$ cat config.mk
export PLATFORM = sky130hd
export DESIGN_NAME = tag_store_flat
export DESIGN_NICKNAME = d
export VERILOG_FILES = /design/src/source/dcache_pkg.sv /design/src/source/dcache_if.sv /design/src/source/tag_store.sv /design/src/flat_wrapper.sv
export VERILOG_INCLUDE_DIRS = /design/src /design/src/include
export SDC_FILE = /design/constraint.sdc
export NUM_CORES = 1
export LEC_CHECK = 0
export ABC_AREA = 1
export BUFFER_PORTS_ARGS = -buffer_cell sky130_fd_sc_hd__clkbuf_2
export CAP_MARGIN = 20
export CORE_ASPECT_RATIO = 1.4
export CORE_UTILIZATION = 55
export DETAILED_ROUTE_END_ITERATION = 7
export PLACE_DENSITY = 0.72
export SLEW_MARGIN = 30
export SYNTH_ARGS = -nofsm -noshare
export SYNTH_HDL_FRONTEND = slang
export SYNTH_SLANG_ARGS = --single-unit
$ cat constraint.sdc
create_clock -name clk -period 3.7 [get_ports clk]
set_clock_uncertainty 0.15 [all_clocks]
set_input_delay 0.37 -clock clk [delete_from_list [all_inputs] [get_ports clk]]
set_output_delay 0.37 -clock clk [all_outputs]
set_load 0.02 [all_outputs]
$ cat src/include/dcache_cfg.svh
`ifndef DCACHE_CFG_SVH
`define DCACHE_CFG_SVH

// ==================================================
// Address and data widths
// ==================================================
`define DCACHE_ADDR_W 32
`define DCACHE_DATA_W 32

// ==================================================
// Cache geometry
// ==================================================
`define DCACHE_WORDS  16
`define DCACHE_OFS_W  4
`define DCACHE_SETS   4
`define DCACHE_SET_W  2
`define DCACHE_WAYS   4
`define DCACHE_WAY_W  2

// Whatever is left above set and word offset
`define DCACHE_TAG_W  24

`endif

$ cat src/source/dcache_pkg.sv
`default_nettype none
`include "dcache_cfg.svh"

package dcache_pkg;

    typedef logic [`DCACHE_TAG_W-1:0]    tag_t;
    typedef logic [`DCACHE_WAY_W-1:0]    way_t;
    typedef logic [`DCACHE_OFS_W-1:0]    ofs_t;
    typedef logic [`DCACHE_DATA_W-1:0]   word_t;
    typedef logic [`DCACHE_DATA_W/8-1:0] be_t;

    typedef struct packed {
        tag_t                     tag;
        logic [`DCACHE_SET_W-1:0] set;
        ofs_t                     ofs;
        logic [1:0]               bsel;    // Byte within the word
    } addr_split_t;

    typedef enum logic [2:0] {
        st_idle,
        st_lookup,
        st_access,
        st_writeback,    // Dirty victim goes out first
        st_fill,
        st_install,
        st_respond,
        st_release       // Waiting for req to fall
    } ctrl_state_t;

endpackage

`default_nettype wire

$ cat src/source/dcache_if.sv
`timescale 1ns/1ps
`default_nettype none
`include "dcache_cfg.svh"

interface lookup_if;
    dcache_pkg::tag_t         lk_tag;
    logic [`DCACHE_SET_W-1:0] lk_set;
    logic                     lk_fill;
    logic                     lk_mark_dirty;
    logic                     lk_advance;
    logic                     lk_hit;
    dcache_pkg::way_t         lk_way;           // Hit way, or the victim on a miss
    logic                     lk_victim_dirty;
    dcache_pkg::tag_t         lk_victim_tag;

    modport master (output lk_tag, lk_set, lk_fill, lk_mark_dirty, lk_advance,
                    input  lk_hit, lk_way, lk_victim_dirty, lk_victim_tag);
    modport slave  (input  lk_tag, lk_set, lk_fill, lk_mark_dirty, lk_advance,
                    output lk_hit, lk_way, lk_victim_dirty, lk_victim_tag);
endinterface


`default_nettype wire

$ cat src/source/tag_store.sv
`timescale 1ns/1ps
`default_nettype none
`include "dcache_cfg.svh"

module tag_store (
    input  logic    clk,
    input  logic    rst_n,
    lookup_if.slave lk
);

    dcache_pkg::tag_t        tags [`DCACHE_SETS][`DCACHE_WAYS];
    logic [`DCACHE_WAYS-1:0] valid [`DCACHE_SETS];
    logic [`DCACHE_WAYS-1:0] dirty [`DCACHE_SETS];
    dcache_pkg::way_t        fifo_ptr [`DCACHE_SETS];    // Oldest way of each set
    logic                    hit;
    dcache_pkg::way_t        hit_way;
    dcache_pkg::way_t        victim;

    always_comb begin
        hit     = 1'b0;
        hit_way = '0;
        for (int w = 0; w < `DCACHE_WAYS; w++) begin
            if (valid[lk.lk_set][w] && tags[lk.lk_set][w] == lk.lk_tag) begin
                hit     = 1'b1;
                hit_way = dcache_pkg::way_t'(w);
            end
        end
    end

    assign victim             = fifo_ptr[lk.lk_set];
    assign lk.lk_hit          = hit;
    assign lk.lk_way          = hit ? hit_way : victim;
    assign lk.lk_victim_dirty = valid[lk.lk_set][victim] && dirty[lk.lk_set][victim];
    assign lk.lk_victim_tag   = tags[lk.lk_set][victim];

    always_ff @(posedge clk) begin
        if (lk.lk_fill) begin
            tags[lk.lk_set][victim] <= lk.lk_tag;
        end
    end

    always_ff @(posedge clk or negedge rst_n) begin
        if (!rst_n) begin
            for (int s = 0; s < `DCACHE_SETS; s++) begin
                valid[s]    <= '0;
                dirty[s]    <= '0;
                fifo_ptr[s] <= '0;
            end
        end else begin
            if (lk.lk_fill) begin
                valid[lk.lk_set][victim] <= 1'b1;
                dirty[lk.lk_set][victim] <= 1'b0;    // A fresh line matches memory
            end
            if (lk.lk_mark_dirty) begin
                dirty[lk.lk_set][hit_way] <= 1'b1;
            end
            if (lk.lk_advance) begin
                fifo_ptr[lk.lk_set] <= fifo_ptr[lk.lk_set] + 1'b1;
            end
        end
    end

endmodule

`default_nettype wire
$ cat src/flat_wrapper.sv
// flat-port wrapper written by rule: the top's interface ports become plain ports
module tag_store_flat 
  (clk, rst_n, lk_lk_tag, lk_lk_set, lk_lk_fill, lk_lk_mark_dirty, lk_lk_advance, lk_lk_hit, lk_lk_way, lk_lk_victim_dirty, lk_lk_victim_tag);
  lookup_if lk_i ();
  input  logic clk;
  input  logic rst_n;
  input wire logic [$bits(lk_i.lk_tag)-1:0] lk_lk_tag;
  input wire logic [$bits(lk_i.lk_set)-1:0] lk_lk_set;
  input wire logic [$bits(lk_i.lk_fill)-1:0] lk_lk_fill;
  input wire logic [$bits(lk_i.lk_mark_dirty)-1:0] lk_lk_mark_dirty;
  input wire logic [$bits(lk_i.lk_advance)-1:0] lk_lk_advance;
  output wire logic [$bits(lk_i.lk_hit)-1:0] lk_lk_hit;
  output wire logic [$bits(lk_i.lk_way)-1:0] lk_lk_way;
  output wire logic [$bits(lk_i.lk_victim_dirty)-1:0] lk_lk_victim_dirty;
  output wire logic [$bits(lk_i.lk_victim_tag)-1:0] lk_lk_victim_tag;
  assign lk_i.lk_tag = lk_lk_tag;
  assign lk_i.lk_set = lk_lk_set;
  assign lk_i.lk_fill = lk_lk_fill;
  assign lk_i.lk_mark_dirty = lk_lk_mark_dirty;
  assign lk_i.lk_advance = lk_lk_advance;
  assign lk_lk_hit = lk_i.lk_hit;
  assign lk_lk_way = lk_i.lk_way;
  assign lk_lk_victim_dirty = lk_i.lk_victim_dirty;
  assign lk_lk_victim_tag = lk_i.lk_victim_tag;
  tag_store u_core (.clk(clk), .rst_n(rst_n), .lk(lk_i));
endmodule
==> results.tsv <==
metric	value	unit
status	completed	
startpoint types	input port	
Fmax	287	MHz
Adder-Cell Fraction of Synth Area	0.00257	
setup slack, reg-to-reg	0.91	ns
HPWL after DPL	37500	um
crit path kind	in2out	
Least-Margin Pin Slew	1.02	ns
DRC viols	0	
Initial Util	0.558	
syn_nets	2085	
first-pass GRT wire length	86000	um
RSZ-0062 raised after global routing	no	
leak pwr	0.00939	uW
DIE AREA	36100	sq um
Setup-failing EPs final	0	
GRT Util Overall	0.324	
xor/xnor share of the synthesized area	0.000450	
CTS tree	yes	
CP arrival	2.97	ns
Seq/Total Area, Yosys	0.644	
Synth Register Bits	424	
most used cell, CP	nand2_1	
Remaining Overflow, GRT	0	
Max stage delay on crit path	0.56	ns
maximum clock path buffer count	3	
crit-path max FO	53	
# Post-CTS Setup Buffers	0	
Place WS	0.282	ns
power per cell area	537	nW/um^2
nets	2167	
CTS resizes	0	
Synth Flop Type	edfxtp_1	
Core Footprint	34900	sq um
Worst R2R Path Depth	6	
Slew Limit Fails	0	
Post-synth EDFFs	384	
Max Cap Violations	0	
pin count of the biggest net entering global routing	65	
filler cell count	2837	
Final min period	3.49	ns
DR WL/cell	22.1	um
DR vias	15144	
r2r endpoint	u_core.tags[2][25]$_DFFE_PP_	
ranking of synthesized cells by area	edfxtp_1 59%, nand2_1 20%, dfrtp_1 5.1%, nand3_1 3.5%, nor2_1 2.2%	
Yosys warning count	0	
Compound-Gate Fraction of Synth Area	0.0463	
CP max stage cell	buf_4	
root buffer cell	clkbuf_16	
CTS Sinks	424	
synthesized area per cell	9.49	sq um
setup ws final	0.213	ns
CTS Hold Buffers Added	2	
Routed Antenna Nets	0	
num rows	81	
worst endpoint required time	3.18	ns
initial antenna violation count	2	
Rel. slew slack	0.320	
Setup crit start	lk_lk_set[1]	
Die X	161	um
IO buf count	58	
initial DRC count	2182	
most instantiated cells after synthesis	1022 x nand2_1, 384 x edfxtp_1, 136 x nand3_1	
Simple-Gate Fraction of Synth Area	0.264	
Antenna diodes	0	
clock slew seen by the registers of the worst setup and hold paths	0.06	ns
vias in the first global route	14341	
ys async rst share	0.0943	
top-count cell post-synth	nand2_1	
Total Wirelength	57900	um
worst vdd ir	533	uV
CP Cell Sequence	buf_4, inv_4, buf_4, nand2_1, nand2_1, nand2_1, nand2_1, nand2_1, nor2_1, nand3_1, clkinv_1, nand2_2, nor2_4, nor2_1, nand2_1, clkbuf_2	
GP Congestion	0.961	
Worst setup EP type	primary output	
Cells after Synth	2050	
Clock Latency Late Sink	0.56	ns
Final Hold Fails	0	
Die Height	225	um
r2r startpoint	u_core.fifo_ptr[4]$_DFFE_PN0P_	
share of post-route cells with drive strength above 1	0.106	
1st-pass router iterations	5	
mux share of post-synthesis cell area	0	
Tcrit/Tclk final	0.942	
I/O pins	59	
Hold WC Path Type	in2reg	
mapped cell area	19500	sq um
drt via density	5.78	
count of cell types in the netlist	34	
largest family of logic cells by synthesized area	simple AND/OR/NAND/NOR gates	
H-tree depth	2	
Yosys top cell by area	edfxtp_1	
TNS Setup	0	ns
Num CTS Buffers	42	
Setup crit end	lk_lk_way[0]	
Area growth syn-to-layout	12.6	%
Synth top area share	0.593	
[cells in the final DEF, fill, tap and decap left out, types with 40 or more instances in the layout]
master	Yosys	final
buf_4	12	47
clkbuf_16	0	42
clkbuf_2	0	56
dfrtp_1	40	40
edfxtp_1	384	384
inv_1	73	73
nand2_1	1022	1022
nand3_1	136	136
nor2_1	116	100
o21ai_0	74	74
[flip-flops by register name, summed over array words and instances, names as in the netlist]
name / count
u_core.dirty: 16
u_core.fifo_ptr: 8
u_core.valid: 16
u_core.tags: 384
[critical path, delay by kind of cell]
kind,cells,cell delay (ns)
buf+inv,5,1.12
simple gates,11,1.39
[cell type report]
type | count | area (sq um) | share of cell area
Sequential cell | 424 | 12500 | 0.572
Multi-Input combinational cell | 1461 | 6220 | 0.284
Clock buffer | 51 | 1080 | 0.0495
Timing Repair Buffer | 120 | 955 | 0.0436
Tap cell | 456 | 571 | 0.0260
Inverter | 83 | 317 | 0.0144
Clock inverter | 27 | 233 | 0.0106
[per-layer routing]
layer | vias up | share of wire | wire length, um | global-route usage
met5 | - | 0.00045 | 26 | 0
met1 | 7108 | 0.38 | 21900 | 0.417
met3 | 194 | 0.089 | 5130 | 0.0544
met4 | 4 | 0.060 | 3460 | 0.183
met2 | 890 | 0.47 | 27400 | 0.522
li1 | 6948 | - | - | -
[worst min-delay path by stage]
stage | startpoint | to | slack [ns] | cells past startpoint
after floorplan | rst_n | u_core.dirty[0]$_DFF_PN0_ | -0.08 | 0
after global placement | u_core.valid[7]$_DFFE_PN0P_ | u_core.valid[7]$_DFFE_PN0P_ | 0.29 | 2
after detailed placement | rst_n | u_core.dirty[14]$_DFF_PN0_ | 0.25 | 1
after CTS | lk_lk_advance | u_core.fifo_ptr[3]$_DFFE_PN0P_ | 0.02 | 3
after global routing | lk_lk_tag[12] | u_core.tags[1][36]$_DFFE_PP_ | 0.04 | 1
final | lk_lk_advance | u_core.fifo_ptr[3]$_DFFE_PN0P_ | 0.04 | 3
[kinds of logic after synthesis]
family / after synthesis
simple gates: 1298
flops: 424
buf+inv: 165
compound gates: 158
fa+ha+maj: 4
xor+xnor: 1
[per-stage QoR]
stage | hold slack, ns | instances | cell area, sq um | util | power [uW]
2_1_floorplan | -0.0756 | 2050 | 19500 | - | 6850
3_3_place_gp | 0.293 | 2534 | 20400 | 0.585 | 7650
3_5_place_dp | 0.254 | 2539 | 20500 | 0.588 | 7690
4_1_cts | 0.0202 | 2619 | 21800 | 0.626 | 11800
5_1_grt | 0.0359 | 2622 | 21900 | 0.628 | 12100
6_report | 0.0395 | 2622 | 21900 | 0.628 | 11800
[where the power goes]
group	switching (uW)	internal [uW]	leakage [uW]	total (uW)
clock	1790	2320	0.000651	4110
sequential	105	5490	0.00394	5600
combinational	1490	564	0.00480	2050
total	3390	8370	0.00939	11800
Power figures use the tool's default switching activity.
