==> src/include/dcache_cfg.svh <==
`ifndef DCACHE_CFG_SVH
`define DCACHE_CFG_SVH

// ==================================================
// Address and data widths
// ==================================================
`define DCACHE_ADDR_W 32
`define DCACHE_DATA_W 32

// ==================================================
// Cache geometry
// ==================================================
`define DCACHE_WORDS  16
`define DCACHE_OFS_W  4
`define DCACHE_SETS   4
`define DCACHE_SET_W  2
`define DCACHE_WAYS   4
`define DCACHE_WAY_W  2

// Whatever is left above set and word offset
`define DCACHE_TAG_W  24

`endif

==> src/source/dcache_pkg.sv <==
`default_nettype none
`include "dcache_cfg.svh"

package dcache_pkg;

    typedef logic [`DCACHE_TAG_W-1:0]    tag_t;
    typedef logic [`DCACHE_WAY_W-1:0]    way_t;
    typedef logic [`DCACHE_OFS_W-1:0]    ofs_t;
    typedef logic [`DCACHE_DATA_W-1:0]   word_t;
    typedef logic [`DCACHE_DATA_W/8-1:0] be_t;

    typedef struct packed {
        tag_t                     tag;
        logic [`DCACHE_SET_W-1:0] set;
        ofs_t                     ofs;
        logic [1:0]               bsel;    // Byte within the word
    } addr_split_t;

    typedef enum logic [2:0] {
        st_idle,
        st_lookup,
        st_access,
        st_writeback,    // Dirty victim goes out first
        st_fill,
        st_install,
        st_respond,
        st_release       // Waiting for req to fall
    } ctrl_state_t;

endpackage

`default_nettype wire

==> src/source/dcache_if.sv <==
`timescale 1ns/1ps
`default_nettype none
`include "dcache_cfg.svh"


interface burst_if;
    logic                      bu_start;
    logic                      bu_write;
    logic [`DCACHE_ADDR_W-1:0] bu_line_addr;
    logic                      bu_done;
    dcache_pkg::word_t         bu_beat;
    logic                      bu_beat_valid;
    dcache_pkg::ofs_t          bu_ofs;          // Word offset of the current beat

    modport master (output bu_start, bu_write, bu_line_addr,
                    input  bu_done, bu_beat, bu_beat_valid, bu_ofs);
    modport slave  (input  bu_start, bu_write, bu_line_addr,
                    output bu_done, bu_beat, bu_beat_valid, bu_ofs);
endinterface

`default_nettype wire

==> src/source/burst_port.sv <==
`timescale 1ns/1ps
`default_nettype none
`include "dcache_cfg.svh"

module burst_port (
    input  logic                      clk,
    input  logic                      rst_n,
    burst_if.slave                    bu,
    output logic [`DCACHE_ADDR_W-1:0] m_araddr,
    output logic                      m_arvalid,
    input  logic                      m_arready,
    input  logic [`DCACHE_DATA_W-1:0] m_rdata,
    input  logic                      m_rvalid,
    input  logic                      m_rlast,
    output logic [`DCACHE_ADDR_W-1:0] m_awaddr,
    output logic                      m_awvalid,
    input  logic                      m_awready,
    output logic                      m_wvalid,
    input  logic                      m_wready,
    output logic                      m_wlast,
    input  logic                      m_bvalid
);

    logic             rd_busy;
    logic             wr_busy;
    logic             w_prime;
    logic             w_sent;
    logic             wr_done;
    dcache_pkg::ofs_t beat_cnt;
    logic             start;
    logic             w_fire;
    logic             rd_beat;
    logic             b_seen;

    assign start   = bu.bu_start && !rd_busy && !wr_busy;
    assign w_fire  = m_wvalid && m_wready;
    assign rd_beat = rd_busy && m_rvalid;
    assign b_seen  = wr_busy && w_sent && m_bvalid;

    always_ff @(posedge clk) begin
        if (start && bu.bu_write) m_awaddr <= bu.bu_line_addr;
        if (start && !bu.bu_write) m_araddr <= bu.bu_line_addr;
    end

    // ==================================================
    // Channel flags and beat counting
    // ==================================================
    always_ff @(posedge clk or negedge rst_n) begin
        if (!rst_n) begin
            rd_busy   <= 1'b0;
            wr_busy   <= 1'b0;
            w_prime   <= 1'b0;
            w_sent    <= 1'b0;
            wr_done   <= 1'b0;
            beat_cnt  <= '0;
            m_arvalid <= 1'b0;
            m_awvalid <= 1'b0;
            m_wvalid  <= 1'b0;
            m_wlast   <= 1'b0;
        end else begin
            wr_done <= b_seen;
            if (start) begin
                beat_cnt <= '0;
                if (bu.bu_write) begin
                    wr_busy   <= 1'b1;
                    w_prime   <= 1'b1;    // One cycle for the first word to come out
                    m_awvalid <= 1'b1;
                end else begin
                    rd_busy   <= 1'b1;
                    m_arvalid <= 1'b1;
                end
            end
            if (m_arvalid && m_arready) m_arvalid <= 1'b0;
            if (m_awvalid && m_awready) m_awvalid <= 1'b0;
            if (w_prime) begin
                w_prime  <= 1'b0;
                m_wvalid <= 1'b1;
            end
            if (w_fire) begin
                beat_cnt <= beat_cnt + 1'b1;
                m_wlast  <= (beat_cnt == dcache_pkg::ofs_t'(`DCACHE_WORDS - 2));
                if (m_wlast) begin
                    m_wvalid <= 1'b0;
                    w_sent   <= 1'b1;
                end
            end
            if (rd_beat) begin
                beat_cnt <= beat_cnt + 1'b1;
                if (m_rlast) rd_busy <= 1'b0;
            end
            if (b_seen) begin
                wr_busy <= 1'b0;
                w_sent  <= 1'b0;
            end
        end
    end

    assign bu.bu_done       = wr_done || (rd_beat && m_rlast);
    assign bu.bu_beat       = m_rdata;
    assign bu.bu_beat_valid = rd_beat || (wr_busy && !w_sent);
    // Look one word ahead on an accepted write beat so the next word is ready in time
    assign bu.bu_ofs        = beat_cnt + dcache_pkg::ofs_t'(w_fire);

endmodule

`default_nettype wire

==> src/flat_wrapper.sv <==
// flat-port wrapper written by rule: the top's interface ports become plain ports
module burst_port_flat 
  (clk, rst_n, m_araddr, m_arvalid, m_arready, m_rdata, m_rvalid, m_rlast, m_awaddr, m_awvalid, m_awready, m_wvalid, m_wready, m_wlast, m_bvalid, bu_bu_start, bu_bu_write, bu_bu_line_addr, bu_bu_done, bu_bu_beat, bu_bu_beat_valid, bu_bu_ofs);
  burst_if bu_i ();
  input  logic clk;
  input  logic rst_n;
  output logic [`DCACHE_ADDR_W-1:0] m_araddr;
  output logic m_arvalid;
  input  logic m_arready;
  input  logic [`DCACHE_DATA_W-1:0] m_rdata;
  input  logic m_rvalid;
  input  logic m_rlast;
  output logic [`DCACHE_ADDR_W-1:0] m_awaddr;
  output logic m_awvalid;
  input  logic m_awready;
  output logic m_wvalid;
  input  logic m_wready;
  output logic m_wlast;
  input  logic m_bvalid;
  input wire logic [$bits(bu_i.bu_start)-1:0] bu_bu_start;
  input wire logic [$bits(bu_i.bu_write)-1:0] bu_bu_write;
  input wire logic [$bits(bu_i.bu_line_addr)-1:0] bu_bu_line_addr;
  output wire logic [$bits(bu_i.bu_done)-1:0] bu_bu_done;
  output wire logic [$bits(bu_i.bu_beat)-1:0] bu_bu_beat;
  output wire logic [$bits(bu_i.bu_beat_valid)-1:0] bu_bu_beat_valid;
  output wire logic [$bits(bu_i.bu_ofs)-1:0] bu_bu_ofs;
  assign bu_i.bu_start = bu_bu_start;
  assign bu_i.bu_write = bu_bu_write;
  assign bu_i.bu_line_addr = bu_bu_line_addr;
  assign bu_bu_done = bu_i.bu_done;
  assign bu_bu_beat = bu_i.bu_beat;
  assign bu_bu_beat_valid = bu_i.bu_beat_valid;
  assign bu_bu_ofs = bu_i.bu_ofs;
  burst_port u_core (.clk(clk), .rst_n(rst_n), .bu(bu_i), .m_araddr(m_araddr), .m_arvalid(m_arvalid), .m_arready(m_arready), .m_rdata(m_rdata), .m_rvalid(m_rvalid), .m_rlast(m_rlast), .m_awaddr(m_awaddr), .m_awvalid(m_awvalid), .m_awready(m_awready), .m_wvalid(m_wvalid), .m_wready(m_wready), .m_wlast(m_wlast), .m_bvalid(m_bvalid));
endmodule
==> config.mk <==
export PLATFORM = sky130hd
export DESIGN_NAME = burst_port_flat
export DESIGN_NICKNAME = d
export VERILOG_FILES = /design/src/source/dcache_pkg.sv /design/src/source/dcache_if.sv /design/src/source/burst_port.sv /design/src/flat_wrapper.sv
export VERILOG_INCLUDE_DIRS = /design/src /design/src/include
export SDC_FILE = /design/constraint.sdc
export NUM_CORES = 1
export LEC_CHECK = 0
export BUFFER_PORTS_ARGS = -buffer_cell sky130_fd_sc_hd__buf_2
export CORE_MARGIN = 5
export CORE_UTILIZATION = 45
export DETAILED_ROUTE_END_ITERATION = 12
export PLACE_DENSITY_LB_ADDON = 0.05
export REMOVE_ABC_BUFFERS = 1
export SYNTH_ARGS = -nofsm -noshare
export SYNTH_HDL_FRONTEND = slang
export SYNTH_SLANG_ARGS = --single-unit
==> constraint.sdc <==
create_clock -name clk -period 3.5 [get_ports clk]
set_input_delay 0.175 -clock clk [delete_from_list [all_inputs] [get_ports clk]]
set_output_delay 0.175 -clock clk [all_outputs]
set_load 0.01 [all_outputs]
==> flow_metrics.env <==
export IMPL_clkTransAtPathRegs_ps=70
export IMPL_r2r_setup_slack_ps=1390
export IMPL_power_w=0.002266
export IMPL_synth_compound_area_share_pct=3.640
export IMPL_postRouteWirelength_mm=6.588
export IMPL_n_fill_cell=482
export IMPL_relSlewSlack_pct=49.90
export IMPL_initial_core_util_pct=47.06
export IMPL_hold_class="primary input to flip-flop"
export IMPL_min_period_ps=2113
export IMPL_grt_usage_pct=17.10
export IMPL_clockBufferDepth=2
export IMPL_nNetsFinal=335
export IMPL_critPathKind="flip-flop to flip-flop"
export IMPL_crit_path_start_kind="flip-flop"
export IMPL_grt_pass1_vias=1664
export IMPL_arrival_ps=2140
export IMPL_yosys_warnings=0
export IMPL_cp_max_fo=17
export IMPL_drc_errors=0
export IMPL_maxCapViolations=0
export IMPL_crit_path_end_kind="flip-flop"
export IMPL_drt_iter0_drc=45
export IMPL_pre_cts_slack_ps=1373
export IMPL_cts_buffers=9
export IMPL_grt_max_degree=22
export IMPL_die_h_um=89.15
export IMPL_fin_skew_ps=3.833
export IMPL_synth_fa_ha_area_share_pct=2.219
export IMPL_syn_area_um2=2819
export IMPL_num_io_pins=180
export IMPL_final_core_util_pct=58.35
export IMPL_power_density_nw_per_um2=648.3
export IMPL_synth_seq_cells=77
export IMPL_tns_ps=0
export IMPL_htree_num_levels=3
export IMPL_core_um2=5991
export IMPL_area_delta_synth_final_pct=24.01
export IMPL_synthSimpleGateAreaFrac_pct=3.063
export IMPL_drv_slew=0
export IMPL_instances_no_fill=336
export IMPL_grt_overflow_total=0
export IMPL_place_port_buffers=115
export IMPL_dieArea_um2=7947
export IMPL_cts_setup_buffers=0
export IMPL_post_route_period_util_pct=60.38
export IMPL_vias_per_cell=4.774
export IMPL_ir_worst_vdd_mv=0.3183
export IMPL_dr_total_vias=1604
export IMPL_ys_types=26
export IMPL_place_hpwl_mm=5.173
export IMPL_hold_viol_final=0
export IMPL_gp_congestion=0.7465
export IMPL_rsz0062_at_grt="no"
export IMPL_status="completed"
export IMPL_required_ps=3530
export IMPL_total_leakage_power_nw=1.543
export IMPL_root_buffer="clkbuf_8"
export IMPL_fp_dieW_um=89.15
export IMPL_synth_top_family_by_area="buffers and inverters"
export IMPL_clock_sinks=77
export IMPL_drive_above_1_share_pct=51.34
export IMPL_wl_per_cell_um=19.61
export IMPL_worst_slew_pin_slew_ps=751.5
export IMPL_finalSetupViolations=0
export IMPL_cts_hold_fix_buffers=2
export IMPL_syn_inst=157
export IMPL_synthXorXnorAreaFrac_pct=0.9321
export IMPL_dpl_cell_count=318
export IMPL_cts_tree="built"
export IMPL_insertion_delay_ps=320
export IMPL_antenna_found_initial=0
export IMPL_grt_pass1_wl_mm=9.328
export IMPL_ctsResizeCount=0
export IMPL_fp_row_count=28
export IMPL_synth_mux_area_share_pct=1.110
export IMPL_synth_yosys_seq_area_share_pct=79.72
export IMPL_ant_nets=0
export IMPL_firstDrtPassIters=4
export IMPL_fmax_mhz=473.2
export IMPL_syn_avg_cell_area_um2=17.96
export IMPL_antennaDiodeCount=0
export IMPL_worst_slack_ps=1387
-- synthesized netlist by cell type (all sizes together) --
library cell | instances | area share [%]
nor3b | 2 | 0.71
nor2 | 5 | 0.67
a211o | 1 | 0.31
xnor2 | 2 | 0.62
xor2 | 1 | 0.31
edfxtp | 64 | 68
inv | 6 | 0.80
a21o | 2 | 0.53
a31oi | 1 | 0.22
a22o | 2 | 0.62
and2b | 1 | 0.27
and3 | 1 | 0.22
nand3 | 3 | 0.53
a31o | 1 | 0.31
a21oi | 2 | 0.36
ha | 5 | 2.2
mux2i | 2 | 0.71
dfrtp | 13 | 12
mux2 | 1 | 0.40
buf | 32 | 8.5
a22oi | 1 | 0.27
o2bb2ai | 1 | 0.31
o21ai | 2 | 0.36
nand2 | 5 | 0.67
o211a | 1 | 0.36
-- placed cells by master (no fill, tap or decap), types with 3 or more instances in the layout --
cell,instances
buf_2,115
buf_4,3
clkbuf_8,9
dfrtp_1,13
edfxtp_1,64
ha_1,5
inv_1,6
nand2_1,5
nand3_1,3
nor2_1,5
-- layout make-up --
class / count / area [um2] / share of cell area (%)
inverter: 6 / 22.52 / 0.6442
clock buffer: 10 / 127.6 / 3.651
clock inverter: 6 / 77.57 / 2.219
sequential: 77 / 2247 / 64.28
tap: 75 / 93.84 / 2.684
timing repair buffer: 120 / 618.1 / 17.68
multi-input combinational: 42 / 309.0 / 8.840
-- sequential cells by signal, indices dropped and copies added, names as in the netlist --
register,count
u_core.m_araddr,32
u_core.m_awaddr,32
u_core.beat_cnt,4
u_core.m_arvalid,1
u_core.m_awvalid,1
u_core.m_wlast,1
u_core.m_wvalid,1
u_core.rd_busy,1
u_core.w_prime,1
u_core.w_sent,1
u_core.wr_busy,1
u_core.wr_done,1
-- critical path, stage by stage (launching register included) --
cell and delay (ps):
dfrtp_1 450, nor3b_2 350, and2b_1 670, buf_4 340
-- report_power, final --
part	internal [W]	switching [W]	total, W
Clock	0.000395	0.000285	0.000680
Sequential	0.00112	0.0000771	0.00120
Combinational	0.000172	0.000218	0.000389
Total	0.00169	0.000580	0.00227
-- cell families (layout without fill, tap and decap cells) --
group,Yosys count,in the layout
xor+xnor,3,3
flops,77,77
simple gates,17,17
buf+inv,38,142
compound gates,14,14
mux,3,3
fa+ha+maj,5,5
-- layer usage --
| layer | global-route usage (%) | vias up | wire length [um] |
|---|---|---|---|
| met5 | 5.844 | - | 51 |
| met1 | 23.51 | 729 | 2978 |
| li1 | - | 739 | - |
| met4 | 6.901 | 2 | 50 |
| met3 | 12.17 | 7 | 1118 |
| met2 | 19.89 | 127 | 2389 |
-- final timing paths --
path                                       endpoint                start  depth (start not counted)
worst max-delay path            u_core.m_araddr[11]       u_core.rd_busy                          3
worst min-delay path            u_core.m_araddr[13]  bu_bu_line_addr[13]                          1
worst max register to register  u_core.m_araddr[11]       u_core.rd_busy                          3
worst min register to register       u_core.w_prime       u_core.w_prime                          1
max in group asynchronous        u_core.beat_cnt[2]                rst_n                          2
min in group asynchronous            u_core.m_wlast                rst_n                          2
-- through the flow --
step	area (um2)	hold WS [ps]
floorplan	2579	-120.6
global placement	3271	85.23
detailed placement	3271	87.65
CTS	3496	17.19
global route	3496	4.632
finish	3496	36.72
(Power assumes the default switching activity.)
