[src/include/dcache_cfg.svh]
`ifndef DCACHE_CFG_SVH
`define DCACHE_CFG_SVH

// ==================================================
// Address and data widths
// ==================================================
`define DCACHE_ADDR_W 32
`define DCACHE_DATA_W 32

// ==================================================
// Cache geometry
// ==================================================
`define DCACHE_WORDS  16
`define DCACHE_OFS_W  4
`define DCACHE_SETS   4
`define DCACHE_SET_W  2
`define DCACHE_WAYS   4
`define DCACHE_WAY_W  2

// Whatever is left above set and word offset
`define DCACHE_TAG_W  24

`endif

[src/source/dcache_pkg.sv]
`default_nettype none
`include "dcache_cfg.svh"

package dcache_pkg;

    typedef logic [`DCACHE_TAG_W-1:0]    tag_t;
    typedef logic [`DCACHE_WAY_W-1:0]    way_t;
    typedef logic [`DCACHE_OFS_W-1:0]    ofs_t;
    typedef logic [`DCACHE_DATA_W-1:0]   word_t;
    typedef logic [`DCACHE_DATA_W/8-1:0] be_t;

    typedef struct packed {
        tag_t                     tag;
        logic [`DCACHE_SET_W-1:0] set;
        ofs_t                     ofs;
        logic [1:0]               bsel;    // Byte within the word
    } addr_split_t;

    typedef enum logic [2:0] {
        st_idle,
        st_lookup,
        st_access,
        st_writeback,    // Dirty victim goes out first
        st_fill,
        st_install,
        st_respond,
        st_release       // Waiting for req to fall
    } ctrl_state_t;

endpackage

`default_nettype wire

[src/source/dcache_if.sv]
`timescale 1ns/1ps
`default_nettype none
`include "dcache_cfg.svh"

interface lookup_if;
    dcache_pkg::tag_t         lk_tag;
    logic [`DCACHE_SET_W-1:0] lk_set;
    logic                     lk_fill;
    logic                     lk_mark_dirty;
    logic                     lk_advance;
    logic                     lk_hit;
    dcache_pkg::way_t         lk_way;           // Hit way, or the victim on a miss
    logic                     lk_victim_dirty;
    dcache_pkg::tag_t         lk_victim_tag;

    modport master (output lk_tag, lk_set, lk_fill, lk_mark_dirty, lk_advance,
                    input  lk_hit, lk_way, lk_victim_dirty, lk_victim_tag);
    modport slave  (input  lk_tag, lk_set, lk_fill, lk_mark_dirty, lk_advance,
                    output lk_hit, lk_way, lk_victim_dirty, lk_victim_tag);
endinterface

interface burst_if;
    logic                      bu_start;
    logic                      bu_write;
    logic [`DCACHE_ADDR_W-1:0] bu_line_addr;
    logic                      bu_done;
    dcache_pkg::word_t         bu_beat;
    logic                      bu_beat_valid;
    dcache_pkg::ofs_t          bu_ofs;          // Word offset of the current beat

    modport master (output bu_start, bu_write, bu_line_addr,
                    input  bu_done, bu_beat, bu_beat_valid, bu_ofs);
    modport slave  (input  bu_start, bu_write, bu_line_addr,
                    output bu_done, bu_beat, bu_beat_valid, bu_ofs);
endinterface

`default_nettype wire

[src/source/cache_ctrl.sv]
`timescale 1ns/1ps
`default_nettype none
`include "dcache_cfg.svh"

module cache_ctrl (
    input  logic                     clk,
    input  logic                     rst_n,
    input  logic                     req,
    input  logic                     we,
    input  dcache_pkg::be_t          be,
    input  logic [`DCACHE_ADDR_W-1:0] addr,
    input  dcache_pkg::word_t        wdata,
    output dcache_pkg::word_t        rdata,
    output logic                     ack,
    lookup_if.master                 lk,
    burst_if.master                  bu,
    output dcache_pkg::way_t         ls_way,
    output logic [`DCACHE_SET_W-1:0] ls_set,
    output dcache_pkg::ofs_t         ls_ofs,
    output dcache_pkg::be_t          ls_be,
    output dcache_pkg::word_t        ls_wdata,
    output logic                     ls_we,
    input  dcache_pkg::word_t        ls_rdata
);

    dcache_pkg::ctrl_state_t state;
    dcache_pkg::addr_split_t addr_q;
    logic                    we_q;
    dcache_pkg::be_t         be_q;
    dcache_pkg::word_t       wdata_q;
    logic                    is_write;
    logic                    wb_sel;
    logic                    in_burst;
    dcache_pkg::addr_split_t req_line;
    dcache_pkg::addr_split_t victim_line;

    assign is_write = we_q & (|be_q);    // Zero byte enables make it a read

    always_ff @(posedge clk) begin
        if (state == dcache_pkg::st_idle && req) begin
            addr_q  <= addr;
            we_q    <= we;
            be_q    <= be;
            wdata_q <= wdata;
        end
        if (state == dcache_pkg::st_respond && !is_write) begin
            rdata <= ls_rdata;
        end
    end

    // ==================================================
    // Request sequencing and four-phase handshake
    // ==================================================
    always_ff @(posedge clk or negedge rst_n) begin
        if (!rst_n) begin
            state <= dcache_pkg::st_idle;
            ack   <= 1'b0;
        end else begin
            case (state)
                dcache_pkg::st_idle: if (req) state <= dcache_pkg::st_lookup;
                dcache_pkg::st_lookup: begin
                    if (lk.lk_hit)
                        state <= dcache_pkg::st_access;
                    else if (lk.lk_victim_dirty)
                        state <= dcache_pkg::st_writeback;
                    else
                        state <= dcache_pkg::st_fill;
                end
                dcache_pkg::st_writeback: if (bu.bu_done) state <= dcache_pkg::st_fill;
                dcache_pkg::st_fill:      if (bu.bu_done) state <= dcache_pkg::st_install;
                dcache_pkg::st_install:   state <= dcache_pkg::st_lookup;    // Retried as a hit
                dcache_pkg::st_access:    state <= dcache_pkg::st_respond;
                dcache_pkg::st_respond: begin
                    ack   <= 1'b1;
                    state <= dcache_pkg::st_release;
                end
                dcache_pkg::st_release: begin
                    if (!req) begin
                        ack   <= 1'b0;
                        state <= dcache_pkg::st_idle;
                    end
                end
                default: state <= dcache_pkg::st_idle;
            endcase
        end
    end

    // ==================================================
    // Tag store, burst and data array controls
    // ==================================================
    always_comb begin
        req_line        = addr_q;
        req_line.ofs    = '0;
        req_line.bsel   = '0;
        victim_line     = req_line;
        victim_line.tag = lk.lk_victim_tag;
    end

    assign lk.lk_tag        = addr_q.tag;
    assign lk.lk_set        = addr_q.set;
    assign lk.lk_fill       = (state == dcache_pkg::st_install);
    assign lk.lk_advance    = (state == dcache_pkg::st_install);
    assign lk.lk_mark_dirty = (state == dcache_pkg::st_access) && is_write;

    // The fill after a write-back starts in the cycle the write burst reports done
    assign wb_sel          = (state == dcache_pkg::st_lookup) && lk.lk_victim_dirty;
    assign bu.bu_start     = ((state == dcache_pkg::st_lookup) && !lk.lk_hit) ||
                             ((state == dcache_pkg::st_writeback) && bu.bu_done);
    assign bu.bu_write     = wb_sel;
    assign bu.bu_line_addr = wb_sel ? victim_line : req_line;

    assign in_burst = (state == dcache_pkg::st_writeback) || (state == dcache_pkg::st_fill);
    assign ls_way   = lk.lk_way;
    assign ls_set   = addr_q.set;
    assign ls_ofs   = in_burst ? bu.bu_ofs : addr_q.ofs;
    assign ls_be    = (state == dcache_pkg::st_fill) ? '1 : be_q;
    assign ls_wdata = (state == dcache_pkg::st_fill) ? bu.bu_beat : wdata_q;
    assign ls_we    = ((state == dcache_pkg::st_fill) && bu.bu_beat_valid) ||
                      ((state == dcache_pkg::st_access) && is_write);

endmodule

`default_nettype wire

[src/flat_wrapper.sv]
// flat-port wrapper written by rule: the top's interface ports become plain ports
module cache_ctrl_flat 
  (clk, rst_n, req, we, be, addr, wdata, rdata, ack, ls_way, ls_set, ls_ofs, ls_be, ls_wdata, ls_we, ls_rdata, lk_lk_tag, lk_lk_set, lk_lk_fill, lk_lk_mark_dirty, lk_lk_advance, lk_lk_hit, lk_lk_way, lk_lk_victim_dirty, lk_lk_victim_tag, bu_bu_start, bu_bu_write, bu_bu_line_addr, bu_bu_done, bu_bu_beat, bu_bu_beat_valid, bu_bu_ofs);
  lookup_if lk_i ();
  burst_if bu_i ();
  input  logic clk;
  input  logic rst_n;
  input  logic req;
  input  logic we;
  input  dcache_pkg::be_t be;
  input  logic [`DCACHE_ADDR_W-1:0] addr;
  input  dcache_pkg::word_t wdata;
  output dcache_pkg::word_t rdata;
  output logic ack;
  output dcache_pkg::way_t ls_way;
  output logic [`DCACHE_SET_W-1:0] ls_set;
  output dcache_pkg::ofs_t ls_ofs;
  output dcache_pkg::be_t ls_be;
  output dcache_pkg::word_t ls_wdata;
  output logic ls_we;
  input  dcache_pkg::word_t ls_rdata;
  output wire logic [$bits(lk_i.lk_tag)-1:0] lk_lk_tag;
  output wire logic [$bits(lk_i.lk_set)-1:0] lk_lk_set;
  output wire logic [$bits(lk_i.lk_fill)-1:0] lk_lk_fill;
  output wire logic [$bits(lk_i.lk_mark_dirty)-1:0] lk_lk_mark_dirty;
  output wire logic [$bits(lk_i.lk_advance)-1:0] lk_lk_advance;
  input wire logic [$bits(lk_i.lk_hit)-1:0] lk_lk_hit;
  input wire logic [$bits(lk_i.lk_way)-1:0] lk_lk_way;
  input wire logic [$bits(lk_i.lk_victim_dirty)-1:0] lk_lk_victim_dirty;
  input wire logic [$bits(lk_i.lk_victim_tag)-1:0] lk_lk_victim_tag;
  output wire logic [$bits(bu_i.bu_start)-1:0] bu_bu_start;
  output wire logic [$bits(bu_i.bu_write)-1:0] bu_bu_write;
  output wire logic [$bits(bu_i.bu_line_addr)-1:0] bu_bu_line_addr;
  input wire logic [$bits(bu_i.bu_done)-1:0] bu_bu_done;
  input wire logic [$bits(bu_i.bu_beat)-1:0] bu_bu_beat;
  input wire logic [$bits(bu_i.bu_beat_valid)-1:0] bu_bu_beat_valid;
  input wire logic [$bits(bu_i.bu_ofs)-1:0] bu_bu_ofs;
  assign lk_lk_tag = lk_i.lk_tag;
  assign lk_lk_set = lk_i.lk_set;
  assign lk_lk_fill = lk_i.lk_fill;
  assign lk_lk_mark_dirty = lk_i.lk_mark_dirty;
  assign lk_lk_advance = lk_i.lk_advance;
  assign lk_i.lk_hit = lk_lk_hit;
  assign lk_i.lk_way = lk_lk_way;
  assign lk_i.lk_victim_dirty = lk_lk_victim_dirty;
  assign lk_i.lk_victim_tag = lk_lk_victim_tag;
  assign bu_bu_start = bu_i.bu_start;
  assign bu_bu_write = bu_i.bu_write;
  assign bu_bu_line_addr = bu_i.bu_line_addr;
  assign bu_i.bu_done = bu_bu_done;
  assign bu_i.bu_beat = bu_bu_beat;
  assign bu_i.bu_beat_valid = bu_bu_beat_valid;
  assign bu_i.bu_ofs = bu_bu_ofs;
  cache_ctrl u_core (.clk(clk), .rst_n(rst_n), .req(req), .we(we), .be(be), .addr(addr), .wdata(wdata), .rdata(rdata), .ack(ack), .lk(lk_i), .bu(bu_i), .ls_way(ls_way), .ls_set(ls_set), .ls_ofs(ls_ofs), .ls_be(ls_be), .ls_wdata(ls_wdata), .ls_we(ls_we), .ls_rdata(ls_rdata));
endmodule
[config.mk]
export PLATFORM = sky130hd
export DESIGN_NAME = cache_ctrl_flat
export DESIGN_NICKNAME = d
export VERILOG_FILES = /design/src/source/dcache_pkg.sv /design/src/source/dcache_if.sv /design/src/source/cache_ctrl.sv /design/src/flat_wrapper.sv
export VERILOG_INCLUDE_DIRS = /design/src /design/src/include
export SDC_FILE = /design/constraint.sdc
export NUM_CORES = 1
export LEC_CHECK = 0
export ABC_AREA = 0
export BUFFER_PORTS_ARGS = -buffer_cell sky130_fd_sc_hd__buf_4
export CAP_MARGIN = 25
export CORE_ASPECT_RATIO = 1.5
export CORE_MARGIN = 5
export CORE_UTILIZATION = 30
export CTS_CLUSTER_SIZE = 10
export DETAILED_ROUTE_END_ITERATION = 10
export PLACE_DENSITY_LB_ADDON = 0.2
export SLEW_MARGIN = 20
export SYNTH_ARGS = -nofsm -noshare
export SYNTH_HDL_FRONTEND = slang
export SYNTH_SLANG_ARGS = --single-unit
[constraint.sdc]
create_clock -name clk -period 9.2 [get_ports clk]
set_clock_uncertainty 0.15 [all_clocks]
set_input_delay 1.38 -clock clk [delete_from_list [all_inputs] [get_ports clk]]
set_output_delay 1.38 -clock clk [all_outputs]
set_load 0.005 [all_outputs]
==> reports/metrics.csv <==
metric;value;unit
status;finished clean;
dieArea;0.01758;mm²
core;0.01466;mm²
place_congestion;0.7562;
post_cts_buffers;0;
grt_pass1_vias;3445;
regToRegStartpoint;u_core.state[1]$_DFFE_PN0P_;
yosys.area.top_type;edfxtp_1;
num_vias;3236;
rsz0062_at_grt;no;
drtIter0Drc;87;
clk_pin_slew_worst_paths;0.07;ns
r2r-end;u_core.wdata_q[8]$_DFFE_PP_;
die_w;109.9;µm
whs;0.3638;ns
h-tree-depth;3;
sw_frac_of_total;0.2948;
start_util;0.3065;
cts_resized;0;
finalCriticalPeriod;4.087;ns
cts_sinks;103;
min_to;u_core.ack$_DFFE_PN0P_;
min_period_over_period;0.4442;
cts_hold_buf;0;
dpl.hpwl;10.28;mm
grt_max_degree;37;
yosys-top-cells-area;edfxtp_1, mux2_2, buf_4;
cts_tree;built;
p_comb_frac;0.356;
worstPathRequired;7.67;ns
cp_cell_sequence;buf_4, inv_1, nor4_4, buf_4, mux2_2, buf_4;
cts.path.max_buffers;2;
avgSynthCellArea;16.40;µm²
grt_pass1_wl;18.51;mm
syn2layout_area_growth;54.34;%
p_sw;0.0004652;W
yosysTopAreaCellShare;0.6615;
synth_flop_cell;edfxtp_1;
pwr_density_cell;227.5;mW/mm²
ys_ff_latch;103;
via_per_inst;4.367;
p_leak;2.916;nW
multi_input_area;0.001052;mm²
grt_overflow;0;
synthTopCellsByCount;edfxtp_1, mux2_2, buf_4;
end_kind;primary output;
syn_area;0.004494;mm²
hold_depth;2;
first_pass_iters;4;
drive_gt1_frac;0.7046;
drv_slew;0;
synth_edf_count;99;
critPathLaunch;lk_lk_victim_dirty;
critPathMaxFanout;25;
cts-root-buf;clkbuf_16;
path_delay_family;buffers and inverters;
maxSlewHeadroom;0.4492;
die_h;159.9;µm
totalWireLength;12.94;mm
yosysMostFrequentCell;edfxtp_1;
ys_warn_count;0;
setup_viol;0;
rr_worst_depth;3;
critPathKind;in -> out;
num_antenna_cells;0;
cp_slowest_cell;mux2_2;
crit_path_start_kind;input pin;
fmax;0.2447;GHz
rows;54;
hold_violations;0;
seq_area;0.003073;mm²
hp-class;reg -> reg;
synthArstFlopShare;0.03883;
setup-tns-final;0;ns
min_from;u_core.ack$_DFFE_PN0P_;
route.detailed.wl_per_inst;17.47;µm
pwr-share-seq;0.413;
grt.total_usage;0.1390;
critPathMostFrequentCell;buf_4;
yosysUniqueCellTypes;34;
r2r_slack;6.91;ns
clkPwrFrac;0.231;
synth_cells;274;
yosysSeqAreaShare;0.6837;
p_int;0.001113;W
slowest_delay;0.38;ns
drv_cap;0;
arrival;2.56;ns
antenna_found_initial;0;
fill_cells;1321;
port_buffers;298;
nets;710;
drtAntennaViolNets;0;
drc;0;
clk_latency;0.34;ns
crit_buf_inv;4;
num_io_pins;311;
ir_drop;0.09922;mV
worst_pin_slew;0.8261;ns
cts-buffers-inserted;9;
[tightest hold or removal path, cell delays in order, from the launching register on]
cell and delay, ns:
dfrtp_1 0.34, o21ai_0 0.08, nand2_1 0.06
[layout make-up]
class | instances | area share
clock buffers | 10 | 0.03301
clock inverters | 6 | 0.007395
inverters | 3 | 0.001623
multi-input cells | 120 | 0.1517
flip-flops and latches | 103 | 0.4430
well taps | 196 | 0.03535
repair buffers | 303 | 0.3279
[worst max-delay path by stage]
stage                     slack (ns)                    endpoint  cells past startpoint
final                           5.11         bu_bu_line_addr[20]                      6
after CTS                       5.08         bu_bu_line_addr[24]                      6
after floorplan                 2.24  u_core.addr_q[2]$_DFFE_PP_                      1
after global placement          5.09         bu_bu_line_addr[24]                      6
after detailed placement        5.09         bu_bu_line_addr[24]                      6
after global routing            5.01                 ls_wdata[6]                      4
[metal layers]
| layer | vias to the layer above | GRT usage | part of all wire |
|---|---|---|---|
| met4 | 0 | 0.03971 | 0.016 |
| met5 | - | 0 | 0 |
| met1 | 1496 | 0.1388 | 0.32 |
| met3 | 12 | 0.06826 | 0.14 |
| li1 | 1529 | - | - |
| met2 | 199 | 0.2489 | 0.52 |
[sequential cells by signal, indices dropped and copies added (netlist names)]
name / flops
u_core.we_q: 1
u_core.addr_q: 4
u_core.state: 3
u_core.ack: 1
u_core.lk.lk_set: 2
u_core.wdata_q: 32
u_core.rdata: 32
u_core.be_q: 4
u_core.lk.lk_tag: 24
[power groups by stage]
stage	Sequential (W)	Clock (W)	Combinational, W
floorplan	0.000634	0	0.000326
global placement	0.000660	0	0.000569
detailed placement	0.000663	0	0.000574
CTS	0.000653	0.000384	0.000576
global route	0.000663	0.000400	0.000610
finish	0.000652	0.000364	0.000562
[cell families after synthesis]
group           count (synthesis)  synth area share
compound gates                 31           0.04956
other cells                     1         0.0008344
buf+inv                        56           0.08741
mux                            56            0.1403
flops                         103            0.6837
simple gates                   27           0.03814
[per-stage QoR]
| step | setup WS, ns | std cells | power [W] | instance area (µm²) | util |
|---|---|---|---|---|---|
| 4_1_cts | 5.085 | 741 | 0.001612 | 6937 | 0.4731 |
| 6_report | 5.113 | 741 | 0.001578 | 6937 | 0.4731 |
| 5_1_grt | 5.011 | 741 | 0.001673 | 6937 | 0.4731 |
| 3_3_place_gp | 5.094 | 725 | 0.001229 | 6656 | 0.4540 |
| 3_5_place_dp | 5.087 | 725 | 0.001236 | 6656 | 0.4540 |
| 2_1_floorplan | 2.238 | 279 | 0.0009601 | 4513 | - |
[cells in the final DEF (no fill, tap or decap)]
master,n
clkinv_2,1
and3_1,2
a2bb2oi_1,1
o221ai_1,2
a41o_1,1
o31a_1,1
edfxtp_1,99
a21bo_2,1
inv_6,3
mux2_2,56
clkbuf_1,1
a21oi_1,7
nor3b_2,1
clkbuf_16,9
clkinv_4,1
nor3_1,2
o311ai_0,3
o31ai_1,1
buf_4,303
inv_8,1
a22oi_1,1
and2_1,1
o21ai_0,2
nand2_1,4
inv_1,2
or2_2,6
nor2b_1,3
a211o_1,4
nand2b_1,2
nand3b_1,3
conb_1,6
o41ai_1,1
nor4_4,1
o22ai_1,6
nor2_1,2
dfrtp_1,4
inv_2,1
Note: power is estimated with default switching activity, not from simulation.
